### src/gpu_display_pkg.sv
// gpu display package
// raster timing, memory map, latencies and shared types
package gpu_display_pkg;

  // vector types with a meaning
  typedef logic [9:0]  coord_t;
  typedef logic [23:0] mem_addr_t;
  typedef logic [3:0]  nibble_t;
  typedef logic [9:0]  tri_count_t;
  typedef logic [15:0] byte_idx_t;
  typedef logic [17:0] beat_cnt_t;

  // 640x480 raster
  localparam coord_t H_TOTAL      = 10'd800;
  localparam coord_t V_TOTAL      = 10'd525;
  localparam coord_t H_VISIBLE    = 10'd640;
  localparam coord_t V_VISIBLE    = 10'd480;
  localparam coord_t H_SYNC_START = 10'd656;
  localparam coord_t H_SYNC_END   = 10'd752;
  localparam coord_t V_SYNC_START = 10'd490;
  localparam coord_t V_SYNC_END   = 10'd492;

  // displayed window, upper left
  localparam coord_t WIN_W = 10'd320;
  localparam coord_t WIN_H = 10'd240;

  // position ticks
  localparam coord_t QUAD_X    = 10'd775;
  localparam coord_t FETCH_X   = 10'd783;
  localparam coord_t LAST_LINE = 10'd524;

  // ram map
  localparam mem_addr_t FRONT_BASE_A = 24'd0;
  localparam mem_addr_t FRONT_BASE_B = 24'd38400;
  localparam mem_addr_t Z_BASE       = 24'd76800;
  localparam mem_addr_t TRI_BASE     = 24'd153600;
  localparam mem_addr_t LINE_NIBBLES = 24'd160;

  // scene and buffer sizes
  localparam beat_cnt_t Z_NIBBLES     = 18'd153600;
  localparam byte_idx_t TEX_BYTES     = 16'd32768;
  localparam byte_idx_t TRI_BYTES     = 16'd22;
  localparam byte_idx_t TRI_BYTES_TEX = 16'd28;

  // first read nibble latency
  localparam logic [4:0] FLASH_WAIT = 5'd24;
  localparam logic [4:0] RAM_WAIT   = 5'd16;

  localparam nibble_t Z_FAR_NIBBLE = 4'hf;
  localparam nibble_t BLACK_NIBBLE = 4'h0;

  typedef enum logic [4:0] {
    QUAD_ENTER, QUAD_WAIT, HDR_START, HDR_WAIT, HDR_READ, HDR_LATCH,
    COPY_CHECK, COPY_WAIT, COPY_READ, COPY_WR_START, COPY_WR,
    LINE_WAIT_EOF, LINE_FILL, LINE_READ, BACK_CLR_START, BACK_CLR,
    LINE_WAIT_EOL, Z_CLR_START, Z_CLR
  } state_t;

  typedef enum logic [2:0] {
    ADDR_HDR, ADDR_COPY_RD, ADDR_COPY_WR, ADDR_FRONT_LINE, ADDR_BACK_LINE, ADDR_Z
  } addr_sel_t;

endpackage

### src/disp_ctrl_if.sv
// controller command bundle
// fsm commands out to the datapath, status flags back
interface disp_ctrl_if import gpu_display_pkg::*; ();

  addr_sel_t addr_sel;
  logic      hdr_capture;
  logic      hdr_latch;
  logic      buf_capture;
  logic      wr_next;
  logic      copy_advance;
  logic      frame_start;
  logic      swap;
  // status back to the fsm
  logic      has_tex;
  logic      copy_done;
  logic      clear_pass;

  modport ctl (
    output addr_sel, hdr_capture, hdr_latch, buf_capture, wr_next,
    output copy_advance, frame_start, swap,
    input  has_tex, copy_done, clear_pass
  );

  modport dp (
    input  addr_sel, hdr_capture, hdr_latch, buf_capture, wr_next,
    input  copy_advance, frame_start, swap,
    output has_tex, copy_done, clear_pass
  );

endinterface

### src/vga_scan.sv
// vga scan generator
// pixel and line counters, syncs, fsm ticks and window blanking
module vga_scan import gpu_display_pkg::*; (
  input  logic    clk,
  input  logic    rst_n,
  input  nibble_t i_front_nibble,
  output logic    o_hs,
  output logic    o_vs,
  output nibble_t o_pixel,
  output coord_t  o_x,
  output coord_t  o_y,
  output logic    o_quad_tick,
  output logic    o_eof_tick,
  output logic    o_eol_tick
);

  coord_t x;
  coord_t y;
  logic   in_window;

  always_ff @(posedge clk) begin
    if (!rst_n) begin
      x <= '0;
      y <= '0;
    end else if (x == H_TOTAL - 1'b1) begin
      x <= '0;
      // wrap after the last blank line
      y <= (y == V_TOTAL - 1'b1) ? '0 : y + 1'b1;
    end else begin
      x <= x + 1'b1;
    end
  end

  // negative syncs
  assign o_hs = !((x >= H_SYNC_START) && (x < H_SYNC_END));
  assign o_vs = !((y >= V_SYNC_START) && (y < V_SYNC_END));

  assign o_x = x;
  assign o_y = y;

  // quad mode entry late in the last line
  assign o_quad_tick = (y == LAST_LINE) && (x == QUAD_X);
  // fetch of line 0, ram wait ahead of x 0
  assign o_eof_tick  = (y == LAST_LINE) && (x == FETCH_X);
  // fetch of the next window line
  assign o_eol_tick  = (y < WIN_H - 1'b1) && (x == FETCH_X);

  // only the 320x240 corner carries image
  assign in_window = (x < WIN_W) && (y < WIN_H);
  assign o_pixel   = in_window ? i_front_nibble : BLACK_NIBBLE;

  a_x_range: assert property (@(posedge clk) disable iff (!rst_n) x < H_TOTAL);

endmodule

### src/beat_counter.sv
// burst beat counter
// counts transferred nibbles and the wait before the first read nibble
module beat_counter import gpu_display_pkg::*; (
  input  logic      clk,
  input  logic      rst_n,
  input  logic      i_clear,
  input  logic      i_step,
  input  logic      i_wait,
  input  logic      i_flash,
  output beat_cnt_t o_beats,
  output logic      o_wait_done
);

  logic [4:0] wait_cnt;

  // flash needs the longer dummy phase
  assign o_wait_done = (wait_cnt == (i_flash ? FLASH_WAIT : RAM_WAIT));

  always_ff @(posedge clk) begin
    if (!rst_n) begin
      o_beats  <= '0;
      wait_cnt <= '0;
    end else if (i_clear) begin
      o_beats  <= '0;
      wait_cnt <= '0;
    end else begin
      if (i_step) begin
        o_beats <= o_beats + 1'b1;
      end
      // restart for the next burst
      if (i_wait) begin
        wait_cnt <= o_wait_done ? '0 : wait_cnt + 1'b1;
      end
    end
  end

endmodule

### src/display_fsm.sv
// main display and memory controller FSM
// quad mode, header, scene copy, line fetch, back and depth clear
module display_fsm import gpu_display_pkg::*; (
  input  logic      clk,
  input  logic      rst_n,
  disp_ctrl_if.ctl  ctl,
  input  logic      i_at_quadmode,
  input  logic      i_data_req,
  input  logic      i_do_swap,
  input  coord_t    i_y,
  input  logic      i_quad_tick,
  input  logic      i_eof_tick,
  input  logic      i_eol_tick,
  input  beat_cnt_t i_beats,
  input  logic      i_wait_done,
  output logic      o_enter_quadmode,
  output logic      o_select_rom,
  output logic      o_start_read,
  output logic      o_start_write,
  output logic      o_stop_txn,
  output logic      o_render_start,
  output logic      o_beat_clear,
  output logic      o_beat_step,
  output logic      o_beat_wait,
  output logic      o_beat_flash
);

  state_t state;
  logic   wr_state;
  logic   line_last;

  assign wr_state  = state inside {COPY_WR, BACK_CLR, Z_CLR};
  assign line_last = (i_beats == beat_cnt_t'(WIN_W) - 1'b1);

  // beat counter control
  assign o_beat_clear = state inside {HDR_START, COPY_CHECK, COPY_WR_START, LINE_WAIT_EOF,
                                      LINE_WAIT_EOL, BACK_CLR_START, Z_CLR_START};
  assign o_beat_wait  = state inside {HDR_WAIT, COPY_WAIT, LINE_FILL};
  assign o_beat_flash = state inside {HDR_WAIT, COPY_WAIT};
  // reads stream every clock, writes only on data request
  assign o_beat_step  = (state inside {HDR_READ, COPY_READ, LINE_READ})
                      || (wr_state && i_data_req);

  // datapath commands
  assign ctl.hdr_capture  = (state == HDR_READ);
  assign ctl.hdr_latch    = (state == HDR_LATCH);
  assign ctl.buf_capture  = (state == COPY_READ);
  assign ctl.wr_next      = (state == COPY_WR) && i_data_req;
  assign ctl.copy_advance = ctl.wr_next && (i_beats == 18'd3);
  assign ctl.swap         = (state == LINE_WAIT_EOF) && i_do_swap;
  assign ctl.frame_start  = (state == LINE_WAIT_EOF) && !i_do_swap && i_eof_tick;

  always_ff @(posedge clk) begin
    if (!rst_n) begin
      state            <= QUAD_ENTER;
      ctl.addr_sel     <= ADDR_HDR;
      o_enter_quadmode <= 1'b0;
      o_select_rom     <= 1'b0;
      o_start_read     <= 1'b0;
      o_start_write    <= 1'b0;
      o_stop_txn       <= 1'b0;
      o_render_start   <= 1'b0;
    end else begin
      // strobes are single cycle
      o_enter_quadmode <= 1'b0;
      o_start_read     <= 1'b0;
      o_start_write    <= 1'b0;
      o_stop_txn       <= 1'b0;
      o_render_start   <= 1'b0;
      case (state)
        QUAD_ENTER: if (i_quad_tick) begin
          o_enter_quadmode <= 1'b1;
          state            <= QUAD_WAIT;
        end
        QUAD_WAIT: if (i_at_quadmode) begin
          o_stop_txn <= 1'b1;
          state      <= HDR_START;
        end
        // header, 3 bytes from flash 0
        HDR_START: begin
          o_select_rom <= 1'b1;
          o_start_read <= 1'b1;
          ctl.addr_sel <= ADDR_HDR;
          state        <= HDR_WAIT;
        end
        HDR_WAIT: if (i_wait_done) state <= HDR_READ;
        HDR_READ: if (i_beats == 18'd5) begin
          o_stop_txn <= 1'b1;
          state      <= HDR_LATCH;
        end
        HDR_LATCH: state <= COPY_CHECK;
        // scene copy, 2 bytes per loop
        COPY_CHECK: begin
          if (ctl.copy_done) begin
            state <= LINE_WAIT_EOF;
          end else begin
            o_select_rom <= 1'b1;
            o_start_read <= 1'b1;
            ctl.addr_sel <= ADDR_COPY_RD;
            state        <= COPY_WAIT;
          end
        end
        COPY_WAIT: if (i_wait_done) state <= COPY_READ;
        COPY_READ: if (i_beats == 18'd3) begin
          o_stop_txn <= 1'b1;
          state      <= COPY_WR_START;
        end
        COPY_WR_START: begin
          o_select_rom  <= 1'b0;
          o_start_write <= 1'b1;
          ctl.addr_sel  <= ADDR_COPY_WR;
          state         <= COPY_WR;
        end
        COPY_WR: if (ctl.copy_advance) begin
          o_stop_txn <= 1'b1;
          state      <= COPY_CHECK;
        end
        // swap wins over the frame fetch
        LINE_WAIT_EOF: if (!i_do_swap && i_eof_tick) begin
          o_select_rom <= 1'b0;
          o_start_read <= 1'b1;
          ctl.addr_sel <= ADDR_FRONT_LINE;
          state        <= LINE_FILL;
        end
        LINE_FILL: if (i_wait_done) state <= LINE_READ;
        // one nibble per window pixel
        LINE_READ: if (line_last) begin
          o_stop_txn <= 1'b1;
          if (ctl.clear_pass) begin
            state <= BACK_CLR_START;
          end else if (i_y < WIN_H - 1'b1) begin
            state <= LINE_WAIT_EOL;
          end else begin
            state <= LINE_WAIT_EOF;
          end
        end
        BACK_CLR_START: begin
          o_start_write <= 1'b1;
          ctl.addr_sel  <= ADDR_BACK_LINE;
          state         <= BACK_CLR;
        end
        BACK_CLR: if (i_data_req && line_last) begin
          o_stop_txn <= 1'b1;
          // depth clear after the last window line
          state      <= (i_y == WIN_H - 1'b1) ? Z_CLR_START : LINE_WAIT_EOL;
        end
        LINE_WAIT_EOL: if (i_eol_tick) begin
          o_start_read <= 1'b1;
          ctl.addr_sel <= ADDR_FRONT_LINE;
          state        <= LINE_FILL;
        end
        Z_CLR_START: begin
          o_start_write <= 1'b1;
          ctl.addr_sel  <= ADDR_Z;
          state         <= Z_CLR;
        end
        // renderer may start once depth is far
        Z_CLR: if (i_data_req && (i_beats == Z_NIBBLES - 1'b1)) begin
          o_stop_txn     <= 1'b1;
          o_render_start <= 1'b1;
          state          <= LINE_WAIT_EOF;
        end
        default: state <= QUAD_ENTER;
      endcase
    end
  end

  a_rd_wr_excl: assert property (@(posedge clk) disable iff (!rst_n)
    !(o_start_read && o_start_write));

endmodule

### src/scene_loader.sv
// scene loader datapath
// header fields, copy length and index, byte-swapped copy buffer
module scene_loader import gpu_display_pkg::*; (
  input  logic      clk,
  input  logic      rst_n,
  disp_ctrl_if.dp   dp,
  input  nibble_t   i_rdata,
  input  beat_cnt_t i_beats,
  output byte_idx_t o_copy_idx,
  output nibble_t   o_wr_nibble
);

  logic [23:0] hdr;
  nibble_t     buffer [4];
  tri_count_t  tri_cnt;
  byte_idx_t   tri_wide;
  byte_idx_t   copy_len;
  logic [1:0]  wr_ptr;
  logic [1:0]  wr_sel;

  // header and copy buffer payload
  always_ff @(posedge clk) begin
    if (dp.hdr_capture) begin
      hdr[{i_beats[2:0], 2'b00} +: 4] <= i_rdata;
    end
    if (dp.buf_capture) begin
      buffer[i_beats[1:0]] <= i_rdata;
    end
  end

  always_ff @(posedge clk) begin
    if (!rst_n) begin
      tri_cnt    <= '0;
      dp.has_tex <= 1'b0;
      o_copy_idx <= '0;
      wr_ptr     <= '0;
    end else begin
      if (dp.hdr_latch) begin
        // little endian count, high nibble first in each byte
        tri_cnt    <= {hdr[13:12], hdr[3:0], hdr[7:4]};
        dp.has_tex <= hdr[20];
        o_copy_idx <= '0;
      end else if (dp.copy_advance) begin
        o_copy_idx <= o_copy_idx + 16'd2;
      end
      if (dp.buf_capture) begin
        wr_ptr <= '0;
      end else if (dp.wr_next) begin
        wr_ptr <= wr_ptr + 1'b1;
      end
    end
  end

  // texture block ahead of larger triangle records
  assign tri_wide     = byte_idx_t'(tri_cnt);
  assign copy_len     = dp.has_tex ? tri_wide * TRI_BYTES_TEX + TEX_BYTES
                                   : tri_wide * TRI_BYTES;
  assign dp.copy_done = (o_copy_idx == copy_len);

  // second byte goes out first
  assign wr_sel      = wr_ptr + 2'd2;
  assign o_wr_nibble = buffer[wr_sel];

endmodule

### src/buf_addr_gen.sv
// buffer address generator
// frame parity, clear pass, memory address and write data mux
module buf_addr_gen import gpu_display_pkg::*; (
  input  logic      clk,
  input  logic      rst_n,
  disp_ctrl_if.dp   dp,
  input  coord_t    i_y,
  input  byte_idx_t i_copy_idx,
  input  nibble_t   i_wr_nibble,
  output mem_addr_t o_addr,
  output nibble_t   o_wdata
);

  logic      front_a;
  logic [1:0] sub_frame;
  mem_addr_t flash_ptr;
  mem_addr_t front_base;
  mem_addr_t back_base;
  coord_t    next_line;

  always_ff @(posedge clk) begin
    if (!rst_n) begin
      front_a   <= 1'b1;
      sub_frame <= '0;
      flash_ptr <= '0;
    end else begin
      if (dp.swap) begin
        front_a   <= !front_a;
        sub_frame <= '0;
      end else if (dp.frame_start && (sub_frame != 2'd2)) begin
        // saturates, only frame 1 matters
        sub_frame <= sub_frame + 1'b1;
      end
      // flash data starts after the 3 header bytes
      if (dp.hdr_latch) begin
        flash_ptr <= 24'd3;
      end else if (dp.copy_advance) begin
        flash_ptr <= mem_addr_t'(i_copy_idx) + 24'd5;
      end
    end
  end

  assign dp.clear_pass = (sub_frame == 2'd1);

  assign front_base = front_a ? FRONT_BASE_A : FRONT_BASE_B;
  assign back_base  = front_a ? FRONT_BASE_B : FRONT_BASE_A;
  // line 0 is fetched from the last raster line
  assign next_line  = (i_y == LAST_LINE) ? '0 : i_y + 1'b1;

  always_comb begin
    case (dp.addr_sel)
      ADDR_HDR:        o_addr = '0;
      ADDR_COPY_RD:    o_addr = flash_ptr;
      ADDR_COPY_WR:    o_addr = TRI_BASE + mem_addr_t'(i_copy_idx);
      ADDR_FRONT_LINE: o_addr = front_base + mem_addr_t'(next_line) * LINE_NIBBLES;
      ADDR_BACK_LINE:  o_addr = back_base + mem_addr_t'(i_y) * LINE_NIBBLES;
      ADDR_Z:          o_addr = Z_BASE;
      default:         o_addr = '0;
    endcase
  end

  always_comb begin
    case (dp.addr_sel)
      ADDR_COPY_WR: o_wdata = i_wr_nibble;
      ADDR_Z:       o_wdata = Z_FAR_NIBBLE;
      default:      o_wdata = BLACK_NIBBLE;
    endcase
  end

endmodule

### src/gpu_display_top.sv
// display and memory controller top
// vga scan, controller fsm and datapath around the memory strobe port
module gpu_display_top import gpu_display_pkg::*; (
  input  logic      clk,
  input  logic      rst_n,
  output logic      o_hs,
  output logic      o_vs,
  output nibble_t   o_pixel,
  output logic      o_enter_quadmode,
  output logic      o_select_rom,
  output logic      o_start_read,
  output logic      o_start_write,
  output logic      o_stop_txn,
  output mem_addr_t o_addr,
  output nibble_t   o_wdata,
  input  logic      i_at_quadmode,
  input  nibble_t   i_rdata,
  input  logic      i_data_req,
  output logic      o_render_start,
  input  logic      i_do_swap
);

  coord_t    y;
  logic      quad_tick;
  logic      eof_tick;
  logic      eol_tick;
  beat_cnt_t beats;
  logic      wait_done;
  logic      beat_clear;
  logic      beat_step;
  logic      beat_wait;
  logic      beat_flash;
  byte_idx_t copy_idx;
  nibble_t   wr_nibble;

  disp_ctrl_if u_ctrl ();

  // read data is the front pixel stream
  vga_scan u_scan (
    .clk(clk), .rst_n(rst_n), .i_front_nibble(i_rdata),
    .o_hs(o_hs), .o_vs(o_vs), .o_pixel(o_pixel), .o_x(), .o_y(y),
    .o_quad_tick(quad_tick), .o_eof_tick(eof_tick), .o_eol_tick(eol_tick)
  );

  beat_counter u_beats (
    .clk(clk), .rst_n(rst_n), .i_clear(beat_clear), .i_step(beat_step),
    .i_wait(beat_wait), .i_flash(beat_flash), .o_beats(beats), .o_wait_done(wait_done)
  );

  display_fsm u_fsm (
    .clk(clk), .rst_n(rst_n), .ctl(u_ctrl.ctl),
    .i_at_quadmode(i_at_quadmode), .i_data_req(i_data_req), .i_do_swap(i_do_swap),
    .i_y(y), .i_quad_tick(quad_tick), .i_eof_tick(eof_tick), .i_eol_tick(eol_tick),
    .i_beats(beats), .i_wait_done(wait_done),
    .o_enter_quadmode(o_enter_quadmode), .o_select_rom(o_select_rom),
    .o_start_read(o_start_read), .o_start_write(o_start_write), .o_stop_txn(o_stop_txn),
    .o_render_start(o_render_start), .o_beat_clear(beat_clear), .o_beat_step(beat_step),
    .o_beat_wait(beat_wait), .o_beat_flash(beat_flash)
  );

  scene_loader u_loader (
    .clk(clk), .rst_n(rst_n), .dp(u_ctrl.dp), .i_rdata(i_rdata), .i_beats(beats),
    .o_copy_idx(copy_idx), .o_wr_nibble(wr_nibble)
  );

  buf_addr_gen u_addr (
    .clk(clk), .rst_n(rst_n), .dp(u_ctrl.dp), .i_y(y), .i_copy_idx(copy_idx),
    .i_wr_nibble(wr_nibble), .o_addr(o_addr), .o_wdata(o_wdata)
  );

endmodule

### config.mk
export PLATFORM = sky130hd
export DESIGN_NAME = gpu_display_top
export DESIGN_NICKNAME = d
export VERILOG_FILES = /design/src/gpu_display_pkg.sv /design/src/disp_ctrl_if.sv /design/src/vga_scan.sv /design/src/beat_counter.sv /design/src/display_fsm.sv /design/src/scene_loader.sv /design/src/buf_addr_gen.sv /design/src/gpu_display_top.sv
export SDC_FILE = /design/constraint.sdc
export NUM_CORES = 1
export LEC_CHECK = 0
export BUFFER_PORTS_ARGS = -buffer_cell sky130_fd_sc_hd__buf_2
export CAP_MARGIN = 20
export CELL_PAD_IN_SITES_DETAIL_PLACEMENT = 1
export CELL_PAD_IN_SITES_GLOBAL_PLACEMENT = 1
export CORE_UTILIZATION = 39
export DETAILED_ROUTE_END_ITERATION = 7
export MAX_ROUTING_LAYER = met4
export PLACE_DENSITY_LB_ADDON = 0.08
export SKIP_CTS_REPAIR_TIMING = 1
export SLEW_MARGIN = 20
export SYNTH_ARGS = -nofsm -noshare
export SYNTH_HDL_FRONTEND = slang
export SYNTH_SLANG_ARGS = --single-unit
### constraint.sdc
create_clock -name clk -period 5.9 [get_ports clk]
set_input_delay 0.295 -clock clk [delete_from_list [all_inputs] [get_ports clk]]
set_output_delay 0.295 -clock clk [all_outputs]
set_load 0.01 [all_outputs]
==> run summary <==
In the routed design, unresolved DRC markers number 0. The worst clock skew is 0.0191 ns. For this run, the register share of the synthesized area comes to 0.281. The worst-case IR drop observed on VDD is 155 uV. The number of hold-slack violations in the final timing report is 0. Counting distinct cell types in the post-synthesis netlist gives 76. The number of iterations in the first detailed-routing pass is 5.

The average cell area after synthesis is 8.16 um2. After synthesis, the largest family of logic cells by area is simple AND/OR/NAND/NOR gates. The synthesized-area fraction occupied by ao, oa, aoi and oai cells came out at 0.156. The core utilization of the finished layout came out at 0.437. The number of clock buffers inserted by TritonCTS came out at 17. For this run, the slowest stage of the critical path takes 0.60 ns. The number of inserted diodes is 0. The headroom to the max-slew limit came out at 0.399. No sink is reached through more buffers than the 2 on the longest clock path. The number of I/O pins came out at 49.

The number of nets at the end of the flow came out at about 1400. The chip height is 165 um. The die extent in x is 165 um. Among the stages of the critical path, the cell type that occurs most often is ha_1. The fraction of synthesized area in multiplexers is 0.0235.

By area the synthesized netlist is led by dfxtp_1 20%, ha_1 11%, edfxtp_1 7.8%. The total setup violations reported at the end of the flow came out at 0. For this run the aggregate overflow at the end of global routing stands at 0. The post-route clock period utilization is 0.929. Setup slack on the critical path of the routed design comes to approximately 0.42 ns. The detailed-route wire length per cell is 18.6 um. On the final layout, the worst hold slack is 0.134 ns. The H-tree was split into 4 levels. At the end of routability-driven placement, the weighted congestion stood at 0.819.

Wires add up to 30300 um. Among all flip-flop cells after synthesis, the most frequent one is dfxtp_1. Fill cells in the final layout number 3178.

The reported leakage power came out at roughly 4.9 nW. Counting every instance in the synthesized netlist gives 1270. The flip-flop and latch count after synthesis is 132.

The number of nets with antenna violations after detailed routing is 0. The cell area after synthesis is a little over 10000 um2. The share of async-settable or async-resettable flops after synthesis is 0. The family with the most delay on the worst path is simple AND/OR/NAND/NOR gates. The worst setup path is captured at an output port. The proportion of layout cells with a drive suffix above 1 is 0.0814. The TritonCTS clock tree is built. The wire length of the first global-routing pass is 49100 um. Entering global routing, the biggest net connects 52 pins. Counting every sink on the clock net gives 132. Max-cap violations in this run came to 0.

The area growth from synthesis to final layout is 9.95%. The critical-path cell with the highest stage delay is or4_1. Of the total synthesized cell area, the portion taken by AND, OR, NAND and NOR gates is 0.248. STA classifies the critical path startpoint as a flip-flop. Summing over every cut layer, the via total after detailed routing is 9033. The floorplan step defined a core boundary enclosing 26100 um2.

The slew at the pin with the worst max-slew slack came out at 0.900 ns. The die area is roughly 27000 um2. The number of placement rows came out at 59. The effective utilization at floorplan came out at 0.398.

Walking the worst path, the cells encountered are and2_2, nand4_1, or4_1, nand2_1, inv_1, ha_1, ha_1, inv_1, fa_1, nor2b_1, o21a_1, nor2_1, xnor2_1, ha_1, a31oi_1, nor2_1, a31o_2, mux2i_1, a221o_1, a32o_1, buf_2. The number of global-route vias before repair is roughly 9000. In this run, the number of DRC markers left after iteration 0 of detailed routing was approximately 470. The run finished with clean final reports. Adding up every negative setup slack in the final design gives 0 ns. In this run the power density over the cells is 178 nW/um2. The number of enable-type register cells in the synthesized netlist came out at 27. The pre-CTS worst setup slack came out at 0.911 ns. The cell area reported after detailed placement is 10800 um2. In this run the worst path has a maximum fanout of 10. The xor and xnor area share after synthesis is 0.0946. The arrival time at the worst endpoint came out at 5.18 ns.

The worst path needs between 5 and 6 ns of the cycle, external delays included. The area fraction of the dominant cell type after synthesis is 0.203. The number of warning messages in the yosys log is 0. The count of input and output buffers came out at 43.

The worst endpoint required time is between 5 and 6 ns. The total buffers and inverters traversed by the critical path is 3. The clock latency at the later pin of the worst-skew pair came out at 0.44 ns. The mean number of vias per cell came out at between 5 and 6. The max-slew violation total from the final report is 0. After legalization and detailed placement, the total HPWL measured 23000 um. In this run the worst hold path is classified as primary input to flip-flop. Setup repair after global routing left no endpoint under its margin. The largest total area in the synthesized netlist belongs to dfxtp_1.

The clock slew at the register clock pins of the worst setup and hold paths came out at approximately 0.080 ns. The critical setup path kind is flip-flop to output port. The achievable frequency is about 0.18 GHz. After routing the design area is between 10000 and 15000 um2.

The initial antenna violation count is 0. The total routing usage reported by global routing is 0.239. The area share of fa/ha/maj cells after synthesis is 0.150. The root buffer cell chosen for the clock tree is clkbuf_16.
cells in the mapped netlist, types with 4 or more instances:
cell / count
nor2_1: 154
nand2_1: 138
dfxtp_1: 105
ha_1: 90
xor2_1: 63
clkbuf_1: 55
o21ai_0: 50
a21oi_1: 49
inv_1: 49
xnor2_1: 49
nand3_1: 43
and2_1: 33
nor3_1: 29
edfxtp_1: 27
and3_1: 26
nand4_1: 24
a211oi_1: 22
fa_1: 21
a21boi_0: 18
nor2b_1: 18
a21o_1: 14
a31oi_1: 14
or3_1: 14
mux2i_1: 12
nor4_1: 10
a22oi_1: 9
nand2b_1: 8
buf_1: 7
o22ai_1: 7
buf_4: 6
nor4b_1: 6
o31a_1: 6
o31ai_1: 6
or4_1: 6
a221oi_1: 5
o21a_1: 5
a211o_1: 4
mux4_2: 4
nand3b_1: 4
sequential cells by signal (all words and copies together), names as in the netlist:
| register | flops |
|---|---|
| u_beats.o_beats | 18 |
| u_addr.flash_ptr | 17 |
| u_loader.buffer | 16 |
| u_loader.o_copy_idx | 15 |
| u_loader.hdr | 11 |
| u_loader.tri_cnt | 10 |
| u_scan.o_x | 10 |
| u_scan.o_y | 10 |
| u_beats.wait_cnt | 5 |
| u_fsm.state | 5 |
| u_fsm.ctl.addr_sel | 3 |
| u_addr.sub_frame | 2 |
| u_loader.wr_ptr | 2 |
| u_addr.front_a | 1 |
| u_fsm.o_enter_quadmode | 1 |
| u_fsm.o_render_start | 1 |
| u_fsm.o_select_rom | 1 |
| u_fsm.o_start_read | 1 |
| u_fsm.o_start_write | 1 |
| u_fsm.o_stop_txn | 1 |
| u_loader.dp.has_tex | 1 |
worst reg2reg max path, delay by kind of cell (launching register included):
| family | cells | cell delay (ns) |
|---|---|---|
| compound gates | 5 | 1.36 |
| fa+ha+maj | 3 | 1.19 |
| flops | 1 | 0.54 |
| simple gates | 4 | 1.21 |
kinds of logic after synthesis:
group                    after synthesis
AND/OR/NAND/NOR                      531
AO/OA/AOI/OAI                        242
flip-flops                           132
buffers and inverters                121
adder cells (fa/ha/maj)              112
XOR/XNOR                             112
multiplexers                          19
other                                  1
report_power, final:
group | switching [mW] | internal (mW)
logic | 0.0236 | 0.00951
clock network | 0.512 | 0.564
registers | 0.00199 | 0.920
layout by cell type, fill, tap and decap left out, drive strengths merged, types with 22 or more instances in the layout:
cell / instances
and3: 26
nand2: 138
xor2: 63
inv: 57
nand4: 25
o21ai: 51
buf: 54
and2: 35
a21oi: 49
ha: 90
dfxtp: 105
nor2: 154
edfxtp: 27
a211oi: 22
xnor2: 49
nor3: 29
nand3: 43
path summary, 6_finish.rpt:
check	start	to	slack [ns]	cells past startpoint
setup reg to reg	u_loader.tri_cnt[5]	u_fsm.ctl.addr_sel[0]	1.48	12
setup / recovery	u_scan.o_y[2]	o_addr[17]	0.42	21
hold / removal	i_rdata[2]	u_loader.buffer[0][2]	0.13	1
hold reg to reg	u_addr.flash_ptr[0]	u_addr.flash_ptr[0]	0.49	1
metrics by stage:
stage	std cells	power [mW]
floorplan	1274	0.964
global route	1625	2.09
finish	1625	2.03
CTS	1625	2.06
global placement	1593	0.976
detailed placement	1593	0.976
per-layer routing:
| metal | up-vias | global-route usage | part of all wire |
|---|---|---|---|
| met5 | - | - | 0 |
| met4 | 0 | 0.0692 | 0.019 |
| met3 | 29 | 0.0296 | 0.031 |
| met2 | 138 | 0.382 | 0.46 |
| met1 | 4381 | 0.315 | 0.49 |
| li1 | 4485 | - | - |
cell type report:
cell class                      instances  area [um2]  share of cell area
Clock inverter                         15         159              0.0139
Sequential cell                       132        2910               0.256
Tap cell                              335         419              0.0368
Clock buffer                           17         425              0.0373
Timing Repair Buffer                   54         298              0.0261
Inverter                               51         191              0.0168
Multi-Input combinational cell       1021        6990               0.613
Note: power is estimated with default switching activity, not from simulation.
